## src/verilog/mem_port_pkg.sv

```systemverilog
// Data cache and MMU port widths plus the returned data word, referenced by scoped name
package mem_port_pkg;

  // ---------------------------------------------------------------------------
  // datapath and address widths
  // ---------------------------------------------------------------------------

  // integer register and cache data width
  localparam int unsigned XLEN = 64;
  // one byte enable per byte lane of the data word
  localparam int unsigned BYTE_LANES = XLEN / 8;
  // virtual and physical address widths of an Sv39 system
  localparam int unsigned VLEN = 39;
  localparam int unsigned PLEN = 56;
  // the index is the untranslated page offset, the tag is the rest of the physical address
  localparam int unsigned INDEX_W = 12;
  localparam int unsigned TAG_W = PLEN - INDEX_W;
  // the cache echoes this id with every response so loads can return out of order
  localparam int unsigned REQ_ID_W = 2;

  // the response word is read as one value by the shifter and lane by lane
  // when the sign candidates are picked out
  typedef union packed {
    logic [XLEN-1:0]                 word;
    logic [BYTE_LANES-1:0][7:0]      lanes;
  } rdata_u;

endpackage

```

## src/verilog/load_pkg.sv

```systemverilog
// Load operation codes, load buffer geometry and entry layout, referenced by scoped name
package load_pkg;

  // ---------------------------------------------------------------------------
  // load buffer geometry
  // ---------------------------------------------------------------------------

  // one entry per load that has been granted by the cache and not yet answered
  localparam int unsigned LDBUF_ENTRIES = 4;
  localparam int unsigned LDBUF_IDX_W = 2;
  // width of the scoreboard id that travels with each load
  localparam int unsigned TRANS_ID_W = 3;
  // byte offset of the load inside the 64-bit word
  localparam int unsigned OFFSET_W = 3;

  // integer load flavours, the U variants zero extend
  typedef enum logic [2:0] {
    LD  = 3'd0,
    LW  = 3'd1,
    LWU = 3'd2,
    LH  = 3'd3,
    LHU = 3'd4,
    LB  = 3'd5,
    LBU = 3'd6
  } load_op_e;

  // what must be remembered about a load until its data comes back
  typedef struct packed {
    logic [TRANS_ID_W-1:0] trans_id;
    logic [OFFSET_W-1:0]   offset;
    load_op_e              op;
  } ldbuf_entry_t;

  // transfer size as log2 of the byte count, as the cache expects it
  function automatic logic [1:0] size_of(load_op_e op);
    logic [1:0] size;
    case (op)
      LW, LWU: size = 2'b10;
      LH, LHU: size = 2'b01;
      LB, LBU: size = 2'b00;
      // doublewords and anything unexpected use the full word
      default: size = 2'b11;
    endcase
    return size;
  endfunction

endpackage

```

## src/verilog/load_ctrl_fsm.sv

```systemverilog
// Load request sequencer, instantiated by the load unit to drive the MMU and cache request strobes
module load_ctrl_fsm (
  input  logic clk_i,
  input  logic rst_ni,
  input  logic flush_i,
  input  logic valid_i,
  input  logic ldbuf_full_i,
  input  logic page_offset_match_i,
  input  logic data_gnt_i,
  input  logic dtlb_hit_i,
  input  logic ex_valid_i,
  input  logic data_rvalid_i,
  output logic translation_req_o,
  output logic data_req_o,
  output logic tag_valid_o,
  output logic kill_req_o,
  output logic pop_o,
  output logic xlat_ex_o
);

  enum logic [2:0] {
    IDLE,
    WAIT_GNT,
    SEND_TAG,
    WAIT_PAGE_OFFSET,
    ABORT,
    WAIT_TRANSLATION,
    WAIT_FLUSH
  } state_d, state_q;

  // a new load can only start when it has a slot to land in
  logic accept_req;
  // where to go once the cache grants, decided by the TLB lookup of that cycle
  logic gnt_to_tag;

  assign accept_req = valid_i & ~ldbuf_full_i;
  assign gnt_to_tag = dtlb_hit_i;

  // ---------------------------------------------------------------------------
  // next state and strobes
  // ---------------------------------------------------------------------------

  always_comb begin : load_control
    state_d           = state_q;
    translation_req_o = 1'b0;
    data_req_o        = 1'b0;
    tag_valid_o       = 1'b0;
    kill_req_o        = 1'b0;
    pop_o             = 1'b0;
    xlat_ex_o         = 1'b0;

    case (state_q)
      // the tag cycle of the previous load is also the index cycle of the
      // next one, which gives one load per cycle when everything hits
      IDLE, SEND_TAG: begin
        tag_valid_o = (state_q == SEND_TAG);
        state_d     = IDLE;
        if (accept_req) begin
          // translation starts right away, the store check runs in parallel
          translation_req_o = 1'b1;
          if (page_offset_match_i) begin
            // a pending store may overlap, hold off until it drains
            state_d = WAIT_PAGE_OFFSET;
          end else begin
            data_req_o = 1'b1;
            if (!data_gnt_i) begin
              state_d = WAIT_GNT;
            end else if (gnt_to_tag) begin
              state_d = SEND_TAG;
              pop_o   = 1'b1;
            end else begin
              state_d = ABORT;
            end
          end
        end
      end

      // keep both requests up until the cache arbiter lets us in
      WAIT_GNT: begin
        translation_req_o = 1'b1;
        data_req_o        = 1'b1;
        if (data_gnt_i) begin
          if (gnt_to_tag) begin
            state_d = SEND_TAG;
            pop_o   = 1'b1;
          end else begin
            state_d = ABORT;
          end
        end
      end

      // retry as soon as no store shares the page offset any more
      WAIT_PAGE_OFFSET: begin
        if (!page_offset_match_i) begin
          state_d = WAIT_GNT;
        end
      end

      // the cache already holds our index but there is no tag to give it,
      // so release the cache and let the page table walker fill the TLB
      ABORT: begin
        kill_req_o  = 1'b1;
        tag_valid_o = 1'b1;
        state_d     = WAIT_TRANSLATION;
      end

      WAIT_TRANSLATION: begin
        translation_req_o = 1'b1;
        if (dtlb_hit_i) begin
          state_d = WAIT_GNT;
        end
        // a faulting translation retires the load with an exception, but a
        // response in the same cycle owns the result port, so the load stays
        // put and goes around again from idle
        if (ex_valid_i) begin
          state_d   = IDLE;
          pop_o     = ~data_rvalid_i;
          xlat_ex_o = ~data_rvalid_i & valid_i;
        end
      end

      // tell the cache that whatever request was open is dead
      WAIT_FLUSH: begin
        kill_req_o  = 1'b1;
        tag_valid_o = 1'b1;
        state_d     = IDLE;
      end

      default: state_d = IDLE;
    endcase

    // a flush wins over every other transition
    if (flush_i) begin
      state_d = WAIT_FLUSH;
    end
  end

  always_ff @(posedge clk_i or negedge rst_ni) begin : state_reg
    if (!rst_ni) begin
      state_q <= IDLE;
    end else begin
      state_q <= state_d;
    end
  end

endmodule

```

## src/verilog/load_buffer.sv

```systemverilog
// Table of loads waiting for cache data, instantiated by the load unit and indexed by request id
module load_buffer (
  input  logic                                clk_i,
  input  logic                                rst_ni,
  input  logic                                flush_i,
  input  logic                                write_i,
  input  load_pkg::ldbuf_entry_t              wdata_i,
  input  logic                                read_i,
  input  logic [load_pkg::LDBUF_IDX_W-1:0]    rindex_i,
  output logic [load_pkg::LDBUF_IDX_W-1:0]    windex_o,
  output logic                                full_o,
  output load_pkg::ldbuf_entry_t              rdata_o,
  output logic                                rflushed_o,
  output logic [load_pkg::LDBUF_IDX_W-1:0]    last_id_o
);

  // a slot is valid from its grant until its response
  logic [load_pkg::LDBUF_ENTRIES-1:0] valid_d, valid_q;
  // flushed slots still wait for their response but must not retire
  logic [load_pkg::LDBUF_ENTRIES-1:0] flushed_d, flushed_q;
  load_pkg::ldbuf_entry_t             entries_q [load_pkg::LDBUF_ENTRIES];
  logic [load_pkg::LDBUF_IDX_W-1:0]   free_idx;
  logic [load_pkg::LDBUF_IDX_W-1:0]   last_id_q;

  // ---------------------------------------------------------------------------
  // free slot search
  // ---------------------------------------------------------------------------

  // walk from the top down so the lowest free slot is the one left standing
  always_comb begin : free_search
    free_idx = '0;
    for (int i = load_pkg::LDBUF_ENTRIES - 1; i >= 0; i--) begin
      if (!valid_q[i]) begin
        free_idx = i[load_pkg::LDBUF_IDX_W-1:0];
      end
    end
  end

  assign windex_o = free_idx;
  assign full_o   = &valid_q;

  // ---------------------------------------------------------------------------
  // slot bookkeeping
  // ---------------------------------------------------------------------------

  always_comb begin : slot_update
    valid_d   = valid_q;
    flushed_d = flushed_q;
    // every load in flight at a flush belongs to the squashed path
    if (flush_i) begin
      flushed_d = '1;
    end
    // the response frees its slot in the cycle it arrives
    if (read_i) begin
      valid_d[rindex_i] = 1'b0;
    end
    // a fresh grant is never flushed, even when it shares the cycle with one
    if (write_i) begin
      valid_d[free_idx]   = 1'b1;
      flushed_d[free_idx] = 1'b0;
    end
  end

  always_ff @(posedge clk_i or negedge rst_ni) begin : ctrl_regs
    if (!rst_ni) begin
      valid_q   <= '0;
      flushed_q <= '0;
      last_id_q <= '0;
    end else begin
      valid_q   <= valid_d;
      flushed_q <= flushed_d;
      // remember the newest slot, its response may still be killed
      if (write_i) begin
        last_id_q <= free_idx;
      end
    end
  end

  always_ff @(posedge clk_i) begin : entry_regs
    if (write_i) begin
      entries_q[free_idx] <= wdata_i;
    end
  end

  assign rdata_o    = entries_q[rindex_i];
  assign rflushed_o = flushed_q[rindex_i];
  assign last_id_o  = last_id_q;

endmodule

```

## src/verilog/load_result_align.sv

```systemverilog
// Result formatter, instantiated by the load unit to realign and extend the returned data word
module load_result_align (
  input  mem_port_pkg::rdata_u              rdata_i,
  input  load_pkg::ldbuf_entry_t            entry_i,
  output logic [mem_port_pkg::XLEN-1:0]     result_o
);

  logic [mem_port_pkg::XLEN-1:0]       shifted;
  // top bit of every byte lane, one of them is the sign of the loaded value
  logic [mem_port_pkg::BYTE_LANES-1:0] lane_msb;
  logic [load_pkg::OFFSET_W-1:0]       sign_lane;
  logic                                is_signed;
  logic                                sign_bit;

  // move the addressed byte down to lane zero
  assign shifted = rdata_i.word >> {entry_i.offset, 3'b000};

  for (genvar i = 0; i < mem_port_pkg::BYTE_LANES; i++) begin : gen_lane_msb
    assign lane_msb[i] = rdata_i.lanes[i][7];
  end

  // ---------------------------------------------------------------------------
  // sign selection
  // ---------------------------------------------------------------------------

  // the sign sits in the highest byte of the access, found from the unshifted
  // word so it does not wait for the shifter
  always_comb begin : sign_select
    case (entry_i.op)
      load_pkg::LW, load_pkg::LWU: sign_lane = entry_i.offset + 3'd3;
      load_pkg::LH, load_pkg::LHU: sign_lane = entry_i.offset + 3'd1;
      default:                     sign_lane = entry_i.offset;
    endcase
  end

  assign is_signed = entry_i.op inside {load_pkg::LW, load_pkg::LH, load_pkg::LB};
  // unsigned loads fill with zeros
  assign sign_bit  = is_signed & lane_msb[sign_lane];

  // ---------------------------------------------------------------------------
  // extension
  // ---------------------------------------------------------------------------

  always_comb begin : extend
    case (entry_i.op)
      load_pkg::LW, load_pkg::LWU:
        result_o = {{(mem_port_pkg::XLEN - 32){sign_bit}}, shifted[31:0]};
      load_pkg::LH, load_pkg::LHU:
        result_o = {{(mem_port_pkg::XLEN - 16){sign_bit}}, shifted[15:0]};
      load_pkg::LB, load_pkg::LBU:
        result_o = {{(mem_port_pkg::XLEN - 8){sign_bit}}, shifted[7:0]};
      // a doubleword is already aligned, nothing to extend
      default:
        result_o = shifted;
    endcase
  end

endmodule

```

## src/verilog/load_unit.sv

```systemverilog
// Load stage of the load/store unit, the top level seen by issue, MMU, store checker and data cache
module load_unit (
  input  logic                                 clk_i,
  input  logic                                 rst_ni,
  input  logic                                 flush_i,
  // issue side
  input  logic                                 valid_i,
  input  logic [load_pkg::TRANS_ID_W-1:0]      trans_id_i,
  input  logic [mem_port_pkg::VLEN-1:0]        vaddr_i,
  input  load_pkg::load_op_e                   op_i,
  input  logic [mem_port_pkg::BYTE_LANES-1:0]  be_i,
  output logic                                 pop_o,
  // result side
  output logic                                 valid_o,
  output logic [load_pkg::TRANS_ID_W-1:0]      trans_id_o,
  output logic [mem_port_pkg::XLEN-1:0]        result_o,
  output logic                                 ex_valid_o,
  // MMU
  output logic                                 translation_req_o,
  output logic [mem_port_pkg::VLEN-1:0]        vaddr_o,
  input  logic [mem_port_pkg::PLEN-1:0]        paddr_i,
  input  logic                                 dtlb_hit_i,
  input  logic                                 ex_valid_i,
  // store address checker
  output logic [mem_port_pkg::INDEX_W-1:0]     page_offset_o,
  input  logic                                 page_offset_match_i,
  // data cache
  output logic                                 data_req_o,
  input  logic                                 data_gnt_i,
  output logic [mem_port_pkg::INDEX_W-1:0]     index_o,
  output logic [mem_port_pkg::TAG_W-1:0]       tag_o,
  output logic                                 tag_valid_o,
  output logic                                 kill_req_o,
  output logic [mem_port_pkg::BYTE_LANES-1:0]  data_be_o,
  output logic [1:0]                           data_size_o,
  output logic [mem_port_pkg::REQ_ID_W-1:0]    data_id_o,
  input  logic                                 data_rvalid_i,
  input  logic [mem_port_pkg::REQ_ID_W-1:0]    data_rid_i,
  input  mem_port_pkg::rdata_u                 data_rdata_i
);

  logic                               ldbuf_full;
  logic                               ldbuf_write;
  logic [load_pkg::LDBUF_IDX_W-1:0]   ldbuf_windex;
  load_pkg::ldbuf_entry_t             ldbuf_wdata;
  load_pkg::ldbuf_entry_t             ldbuf_rdata;
  logic                               ldbuf_rflushed;
  logic [load_pkg::LDBUF_IDX_W-1:0]   ldbuf_last_id;
  logic                               xlat_ex;

  // ---------------------------------------------------------------------------
  // request side
  // ---------------------------------------------------------------------------

  // the page offset is untranslated, so it feeds the index and the store check
  assign vaddr_o       = vaddr_i;
  assign page_offset_o = vaddr_i[mem_port_pkg::INDEX_W-1:0];
  assign index_o       = vaddr_i[mem_port_pkg::INDEX_W-1:0];
  // the translation of the previous cycle supplies the tag
  assign tag_o         = paddr_i[mem_port_pkg::PLEN-1:mem_port_pkg::INDEX_W];
  assign data_be_o     = be_i;
  assign data_size_o   = load_pkg::size_of(op_i);
  // the buffer slot doubles as the request id the cache echoes back
  assign data_id_o     = ldbuf_windex;

  // a granted request is the moment the load becomes outstanding
  assign ldbuf_write = data_req_o & data_gnt_i;
  assign ldbuf_wdata = '{trans_id: trans_id_i,
                         offset:   vaddr_i[load_pkg::OFFSET_W-1:0],
                         op:       op_i};

  load_ctrl_fsm u_ctrl (
    .clk_i               (clk_i),
    .rst_ni              (rst_ni),
    .flush_i             (flush_i),
    .valid_i             (valid_i),
    .ldbuf_full_i        (ldbuf_full),
    .page_offset_match_i (page_offset_match_i),
    .data_gnt_i          (data_gnt_i),
    .dtlb_hit_i          (dtlb_hit_i),
    .ex_valid_i          (ex_valid_i),
    .data_rvalid_i       (data_rvalid_i),
    .translation_req_o   (translation_req_o),
    .data_req_o          (data_req_o),
    .tag_valid_o         (tag_valid_o),
    .kill_req_o          (kill_req_o),
    .pop_o               (pop_o),
    .xlat_ex_o           (xlat_ex)
  );

  load_buffer u_ldbuf (
    .clk_i      (clk_i),
    .rst_ni     (rst_ni),
    .flush_i    (flush_i),
    .write_i    (ldbuf_write),
    .wdata_i    (ldbuf_wdata),
    .read_i     (data_rvalid_i),
    .rindex_i   (data_rid_i),
    .windex_o   (ldbuf_windex),
    .full_o     (ldbuf_full),
    .rdata_o    (ldbuf_rdata),
    .rflushed_o (ldbuf_rflushed),
    .last_id_o  (ldbuf_last_id)
  );

  // ---------------------------------------------------------------------------
  // response side
  // ---------------------------------------------------------------------------

  load_result_align u_align (
    .rdata_i  (data_rdata_i),
    .entry_i  (ldbuf_rdata),
    .result_o (result_o)
  );

  always_comb begin : retire
    valid_o    = 1'b0;
    ex_valid_o = 1'b0;
    trans_id_o = ldbuf_rdata.trans_id;
    // a response of a squashed load is swallowed, and so is the newest
    // load's response while its request is being killed
    if (data_rvalid_i && !ldbuf_rflushed) begin
      if ((ldbuf_last_id != data_rid_i) || !kill_req_o) begin
        valid_o = 1'b1;
      end
    end
    // translation faults retire the load still sitting at the issue port,
    // the FSM only raises this when no response competes for the port
    if (xlat_ex) begin
      valid_o    = 1'b1;
      ex_valid_o = 1'b1;
      trans_id_o = trans_id_i;
    end
  end

endmodule

```

## config.mk

```make
export PLATFORM = sky130hd
export DESIGN_NAME = load_unit
export DESIGN_NICKNAME = d
export VERILOG_FILES = /design/src/verilog/mem_port_pkg.sv /design/src/verilog/load_pkg.sv /design/src/verilog/load_ctrl_fsm.sv /design/src/verilog/load_buffer.sv /design/src/verilog/load_result_align.sv /design/src/verilog/load_unit.sv
export SDC_FILE = /design/constraint.sdc
export NUM_CORES = 1
export LEC_CHECK = 0
export BUFFER_PORTS_ARGS = -buffer_cell sky130_fd_sc_hd__buf_2
export CAP_MARGIN = 15
export CORE_AREA = 2 2 147 149
export CTS_CLUSTER_SIZE = 24
export DETAILED_ROUTE_END_ITERATION = 16
export DIE_AREA = 0 0 149 151
export PLACE_DENSITY = 0.58
export SYNTH_ARGS = -nofsm -noshare
export SYNTH_HDL_FRONTEND = slang
export SYNTH_SLANG_ARGS = --single-unit
```

## constraint.sdc

```tcl
create_clock -name clk_i -period 5.5 [get_ports clk_i]
set_clock_uncertainty 0.2 [all_clocks]
set_input_delay 1.1 -clock clk_i [delete_from_list [all_inputs] [get_ports clk_i]]
set_output_delay 1.1 -clock clk_i [all_outputs]
set_load 0.01 [all_outputs]
```

; After elaboration in Yosys (flattened, before gate mapping)
; Memories as Yosys holds them, arrays and structs flattened.
; Cells that the tools add are included.
[totals]
in_bits = 184
romBits = 0
reg_bits = 13
out_inout_bits = 193
ramBits = 36
mem_count = 1
latchBits = 0
[memory_table]
columns = memory, depth, width, rd, rd_ports_with_merged_regs, write_ports, line_no
row1 = u_ldbuf.entries_q, 4, 9, 1, 0, 1, load_buffer.sv:21  ; load_pkg::ldbuf_entry_t entries_q [load_pkg::LDBUF_ENTRIES];
[classes]
order_cmp = 5
n_bitwise = 11
n_mul = 0
n_shift = 1
reduce_logical = 19
addsub = 2
n_eq_ne = 22
n_div = 0
n_mux = 51
[op_table]
columns = operator, n
row1 = one-hot mux 64 bit (3 select lines), 1
row2 = >> shifter 64 x 6 -> 64 bit, 1
row3 = 2-to-1 mux 3 bit, 10
row4 = equality test 3 bit (second input constant), 9
row5 = 2-to-1 mux 1 bit, 21
row6 = equality test 3 x 2 -> 1 bit (second input constant), 6
row7 = OR reduction 2 bit, 9
row8 = 2-to-1 mux 4 bit, 4
row9 = one-hot mux 3 bit (5 select lines), 1
row10 = equality test 3 x 1 -> 1 bit (second input constant), 3
row11 = bitwise AND 4 bit, 2
row12 = 2-to-1 mux 2 bit, 4
row13 = NOT 4 bit, 2
row14 = less-than comparator 2 x 3 -> 1 bit (second input constant), 2
row15 = inequality test 3 bit (second input constant), 2
row16 = one-hot mux 1 bit (2 select lines), 3
row17 = one-hot mux 2 bit (3 select lines), 1
row18 = one-hot mux 3 bit (2 select lines), 1
row19 = bitwise AND 1 bit, 4
row20 = demux 1 bit (select 2 bit), 2
row21 = >= comparator 2 x 1 -> 1 bit (second input constant), 2
row22 = less-than comparator 3 x 4 -> 1 bit (second input constant), 1
row23 = inequality test 4 bit (second input constant), 1
row24 = bitwise OR 4 bit, 1
row25 = 14 further kinds, 18

; Depth between registers and ports, before layout
[logic_depth]
depth_word = 11
depth_mapped = 13
mapped_depth_nobuf = 10

; Hierarchy
; A second synthesis with hierarchy kept.
[unflattened]
hier_cells = 593
area_unflattened_um2 = 5411.4
[modules_own_cells]
columns = module, seq_area_each_um2, cells_each, area_each_um2, instances
row1 = load_result_align, 0.0, 322, 2258.4, 1
row2 = load_buffer, 1331.3, 91, 1798.0, 1
row3 = load_unit, 0.0, 134, 1024.7, 1
row4 = load_ctrl_fsm, 75.1, 46, 330.3, 1

; Worst setup path before layout
; OpenSTA, ideal clock, no wires.
[synth_timing]
path_type = input to output
from = input data_rid_i[0] (netlist bit)
to = output result_o[16] (netlist bit)
slack_ns = 0.042
cell_stages = 13
required_time_ns = 4.200
path_buffers = 5
arrival_ns = 4.158
cell_sequence = buf_6 > buf_2 > mux2i_1 > inv_1 > clkbuf_1 > clkbuf_1 > fa_1 > mux4_2 > nand3_1 > o31ai_2 > nor4_4 > buf_6 > nor2_1
[synth_between]
elab_chain_len = 8
elab_cells_between_ends = 19
[synth_lines]
columns = item, line_no
row1 = from (decl), load_unit.sv:38  ; input logic [mem_port_pkg::REQ_ID_W-1:0] data_rid_i,
row2 = memory read (4 x 9 bit) (*), --
row3 = "parallel branches: the longest is 6 deep, another holds adder 3 x 1 -> 3 bit", --
row4 = one-hot mux 64 bit (3 select lines) (*), load_result_align.sv:45  ; case (entry_i.op)
row5 = to (decl), load_unit.sv:16  ; output logic [mem_port_pkg::XLEN-1:0] result_o,
; Mark *: on every way between the ends. The select of a mux whose other input is x is not followed.

; Worst setup path after layout
[layout_timing]
from = input data_rid_i[0] (netlist bit)
to = output result_o[60] (netlist bit)
; Same word-level chain as after synthesis.

==> metrics.txt <==
vias in the first global route=4273; Root Buffer=clkbuf_16; Syn Nets=750; ant diodes=0; Antenna Nets Post-Route=0; final global-route overflow total=0; Slew headroom=between 50% and 60%; Worst Max-Slew Pin Slew=0.616 ns; placed cell count=890; main combinational cell family by area after synthesis=multiplexers; Max Clk Rate=roughly 190 MHz; Die ar.=22500 µm²; commonest cells in the synthesized netlist=buf_4 (116), nand2_1 (88), mux2i_1 (41); worst endpoint required time=4.20 ns; clock tree from TritonCTS=built; ys async rst share=a little over a quarter; Final Non-Filler Cells=899; clock transition at the registers of the reported paths=0.06 ns; Yosys reg bits=49; Worst path most repeated cell=mux4_2; CP startpoint=data_rid_i[0]; worst reg2reg path endpoint=u_ldbuf.entries_q[0][2]$_DFFE_PP_; EDFF count, synth=36; Die X=149 µm; DRC violation count after routing=0; Tmin final=approximately 5.3 ns; Crit-path slowest cell=mux4_2; multiplexer area fraction after synthesis=23.5%; initial DRC count=192; Core Region=20800 µm²; Yosys cell types=49; Tcrit/Tclk final=between 90% and 100%; Clock Sinks=49; max-cap violations=0; XOR/XNOR share of the synthesized area=1.18%; first-pass GRT wire length=~25000 µm; Worst setup SP type=input port; TritonCTS buffer count=5; sequential share of the synthesized area=27.0%; Slew Limit Fails=0; dpl hpwl=13700 µm; utilization after layout=about 28%; most common cell in the netlist=buf_4; num ports=377; CP Depth=13; vias=4442; GRT Util Overall=14.8%; Row Count=between 50 and 60; area fraction of the dominant cell type after synthesis=20.8%; Fill cells=2241; Reg2Reg Depth=6; Clock Tree Buf Depth=2; VDD IR max=0.237 mV; Yosys top cell by area=edfxtp_1; Syn. warnings=0; NumNets Final=approximately 800; mapped cell area=roughly 5200 µm²; critical path type=input port to output port; R2R setup slack=2.74 ns; Crit Reg-Reg Startpoint=u_ctrl.state_q[2]$_DFFE_PN0P_; Synth Instances=about 570; top cells by area, synth=edfxtp_1 (21%), buf_4 (17%), mux4_2 (13%); CP Capture Type=output port; Vias/cell=4.94; Worst Path Buf+Inv=3; H-tree depth=2; leakage=2.67 nW; synthesis-to-layout area growth=11.3%; Worst-Skew Late Latency=~0.28 ns; Synth Area in Simple Gates=12.7%; Final Hold Slack=approximately 0.27 ns; hold path depth=1; Max FO, Critical Path=26; Critical Path AT=4.02 ns; largest net degree at the start of global routing=40; Post-synth top flop=edfxtp_1; total power divided by cell area=218 nW/µm²; critical path's top delay family=multiplexers; I/O Buffers=170; share of layout cells above drive strength 1=41.2%; crit path to=result_o[60]; Avg WL per Cell=19.5 µm; Post-Route Setup TNS=0 ns; unrepaired setup endpoints after global routing=false; crit path cell chain=clkbuf_4, mux4_2, nor2_1, nand2_1, o21ai_0, fa_1, mux4_2, nand3_1, o31ai_2, nor3_4, buf_12, a21bo_2, buf_2; Compound-Gate Fraction of Synth Area=between 10% and 20%; Final Setup Violations=0; syn_area_per_cell=9.22 µm²; HP Class=flop to flop; TritonRoute pass-1 iters=4; adder-cell share of the synthesized area=less than 1%; Final Wtd Congestion=about 0.87; Initial Utilization=between 20 and 30%; status=complete, no violations; initial antenna violation count=0; Die H=151 µm; WL final=~18000 µm; Crit path largest cell delay=0.57 ns; Fin. Hold Viols=0
[state kept, by name, summed over array words and instances (netlist names)]
signal	flops
u_ldbuf.valid_q	4
u_ldbuf.last_id_o	2
u_ctrl.state_q	3
u_ldbuf.entries_q	36
u_ldbuf.flushed_q	4
[worst min path at each step]
stage / startpoint / to / slack, ns
2_1_floorplan: u_ldbuf.flushed_q[2]$_DFF_PN0_ / u_ldbuf.flushed_q[2]$_DFF_PN0_ / 0.25
3_3_place_gp: u_ldbuf.flushed_q[2]$_DFF_PN0_ / u_ldbuf.flushed_q[2]$_DFF_PN0_ / 0.26
3_5_place_dp: u_ldbuf.flushed_q[0]$_DFF_PN0_ / u_ldbuf.flushed_q[0]$_DFF_PN0_ / 0.27
4_1_cts: u_ldbuf.flushed_q[0]$_DFF_PN0_ / u_ldbuf.flushed_q[0]$_DFF_PN0_ / 0.28
5_1_grt: u_ldbuf.flushed_q[0]$_DFF_PN0_ / u_ldbuf.flushed_q[0]$_DFF_PN0_ / 0.29
6_report: u_ldbuf.flushed_q[2]$_DFF_PN0_ / u_ldbuf.flushed_q[2]$_DFF_PN0_ / 0.27
[placed cells by master (no fill, tap or decap), types with 6 or more instances in the layout]
master     instances
nand3_1           14
edfxtp_1          36
a21o_1             8
buf_2            169
o21ai_0           28
dfrtp_1           13
buf_4             29
inv_1             10
o31ai_1            9
nor2_1            24
nand2_1           88
a2bb2oi_1          8
mux4_2            30
mux2i_1           40
mux2_2            10
a21bo_1            6
a21oi_1           28
a32oi_1            6
[power by group]
part           total, mW  leakage [nW]  internal [mW]  switching (mW)
clock network      0.294        0.0641          0.169           0.125
registers          0.428         0.477          0.414          0.0143
logic              0.541          2.13          0.240           0.301
total               1.26          2.67          0.822           0.440
[layer usage]
layer | GRT usage, % | vias up | share of wire, %
li1 | - | 2028 | -
met1 | 17.1 | 2092 | 39
met2 | 25.2 | 304 | 48
met3 | 6.42 | 18 | 11
met4 | 3.48 | 0 | 1.6
met5 | 0 | - | 0
[worst register-to-register path: stages (launching register included)]
cell,delay [ns]
dfrtp_1,0.48
nor2_1,0.13
nand3_1,0.20
o22ai_1,0.26
and2_1,0.30
or3b_2,0.51
inv_1,0.33
[metrics by stage]
stage | worst slack [ns] | power (mW) | area [µm²]
4_1_cts | 0.0598 | 1.27 | 5790
3_3_place_gp | -0.0160 | 0.979 | 5640
3_5_place_dp | -0.0586 | 0.980 | 5640
6_report | 0.182 | 1.26 | 5800
5_1_grt | 0.0204 | 1.34 | 5800
2_1_floorplan | 0.0419 | 0.828 | 5210
[kinds of logic (layout without fill, tap and decap cells)]
| family | Yosys count | count (layout) |
|---|---|---|
| XOR/XNOR | 7 | 7 |
| adder cells (fa/ha/maj) | 1 | 1 |
| AND/OR/NAND/NOR | 150 | 150 |
| AO/OA/AOI/OAI | 115 | 115 |
| multiplexers | 82 | 82 |
| buffers and inverters | 161 | 220 |
| flip-flops | 49 | 49 |
[cell type report]
class / count / area [µm²] / area share [%]
timing repair buffer: 201 / 1110 / 19.2
sequential: 49 / 1410 / 24.3
clock buffer: 7 / 133 / 2.29
inverter: 11 / 41.3 / 0.712
multi-input combinational: 355 / 2750 / 47.5
clock inverter: 1 / 7.51 / 0.130
tap: 275 / 344 / 5.94
[what timing repair did]
item	CTS	global route
setup endpoints to repair	1	25
hold buffers	0	0
hold endpoints to repair	0	0
setup buffers	0	1
gates resized for setup	1	1
pin swaps	0	2
(Power assumes the default switching activity.)
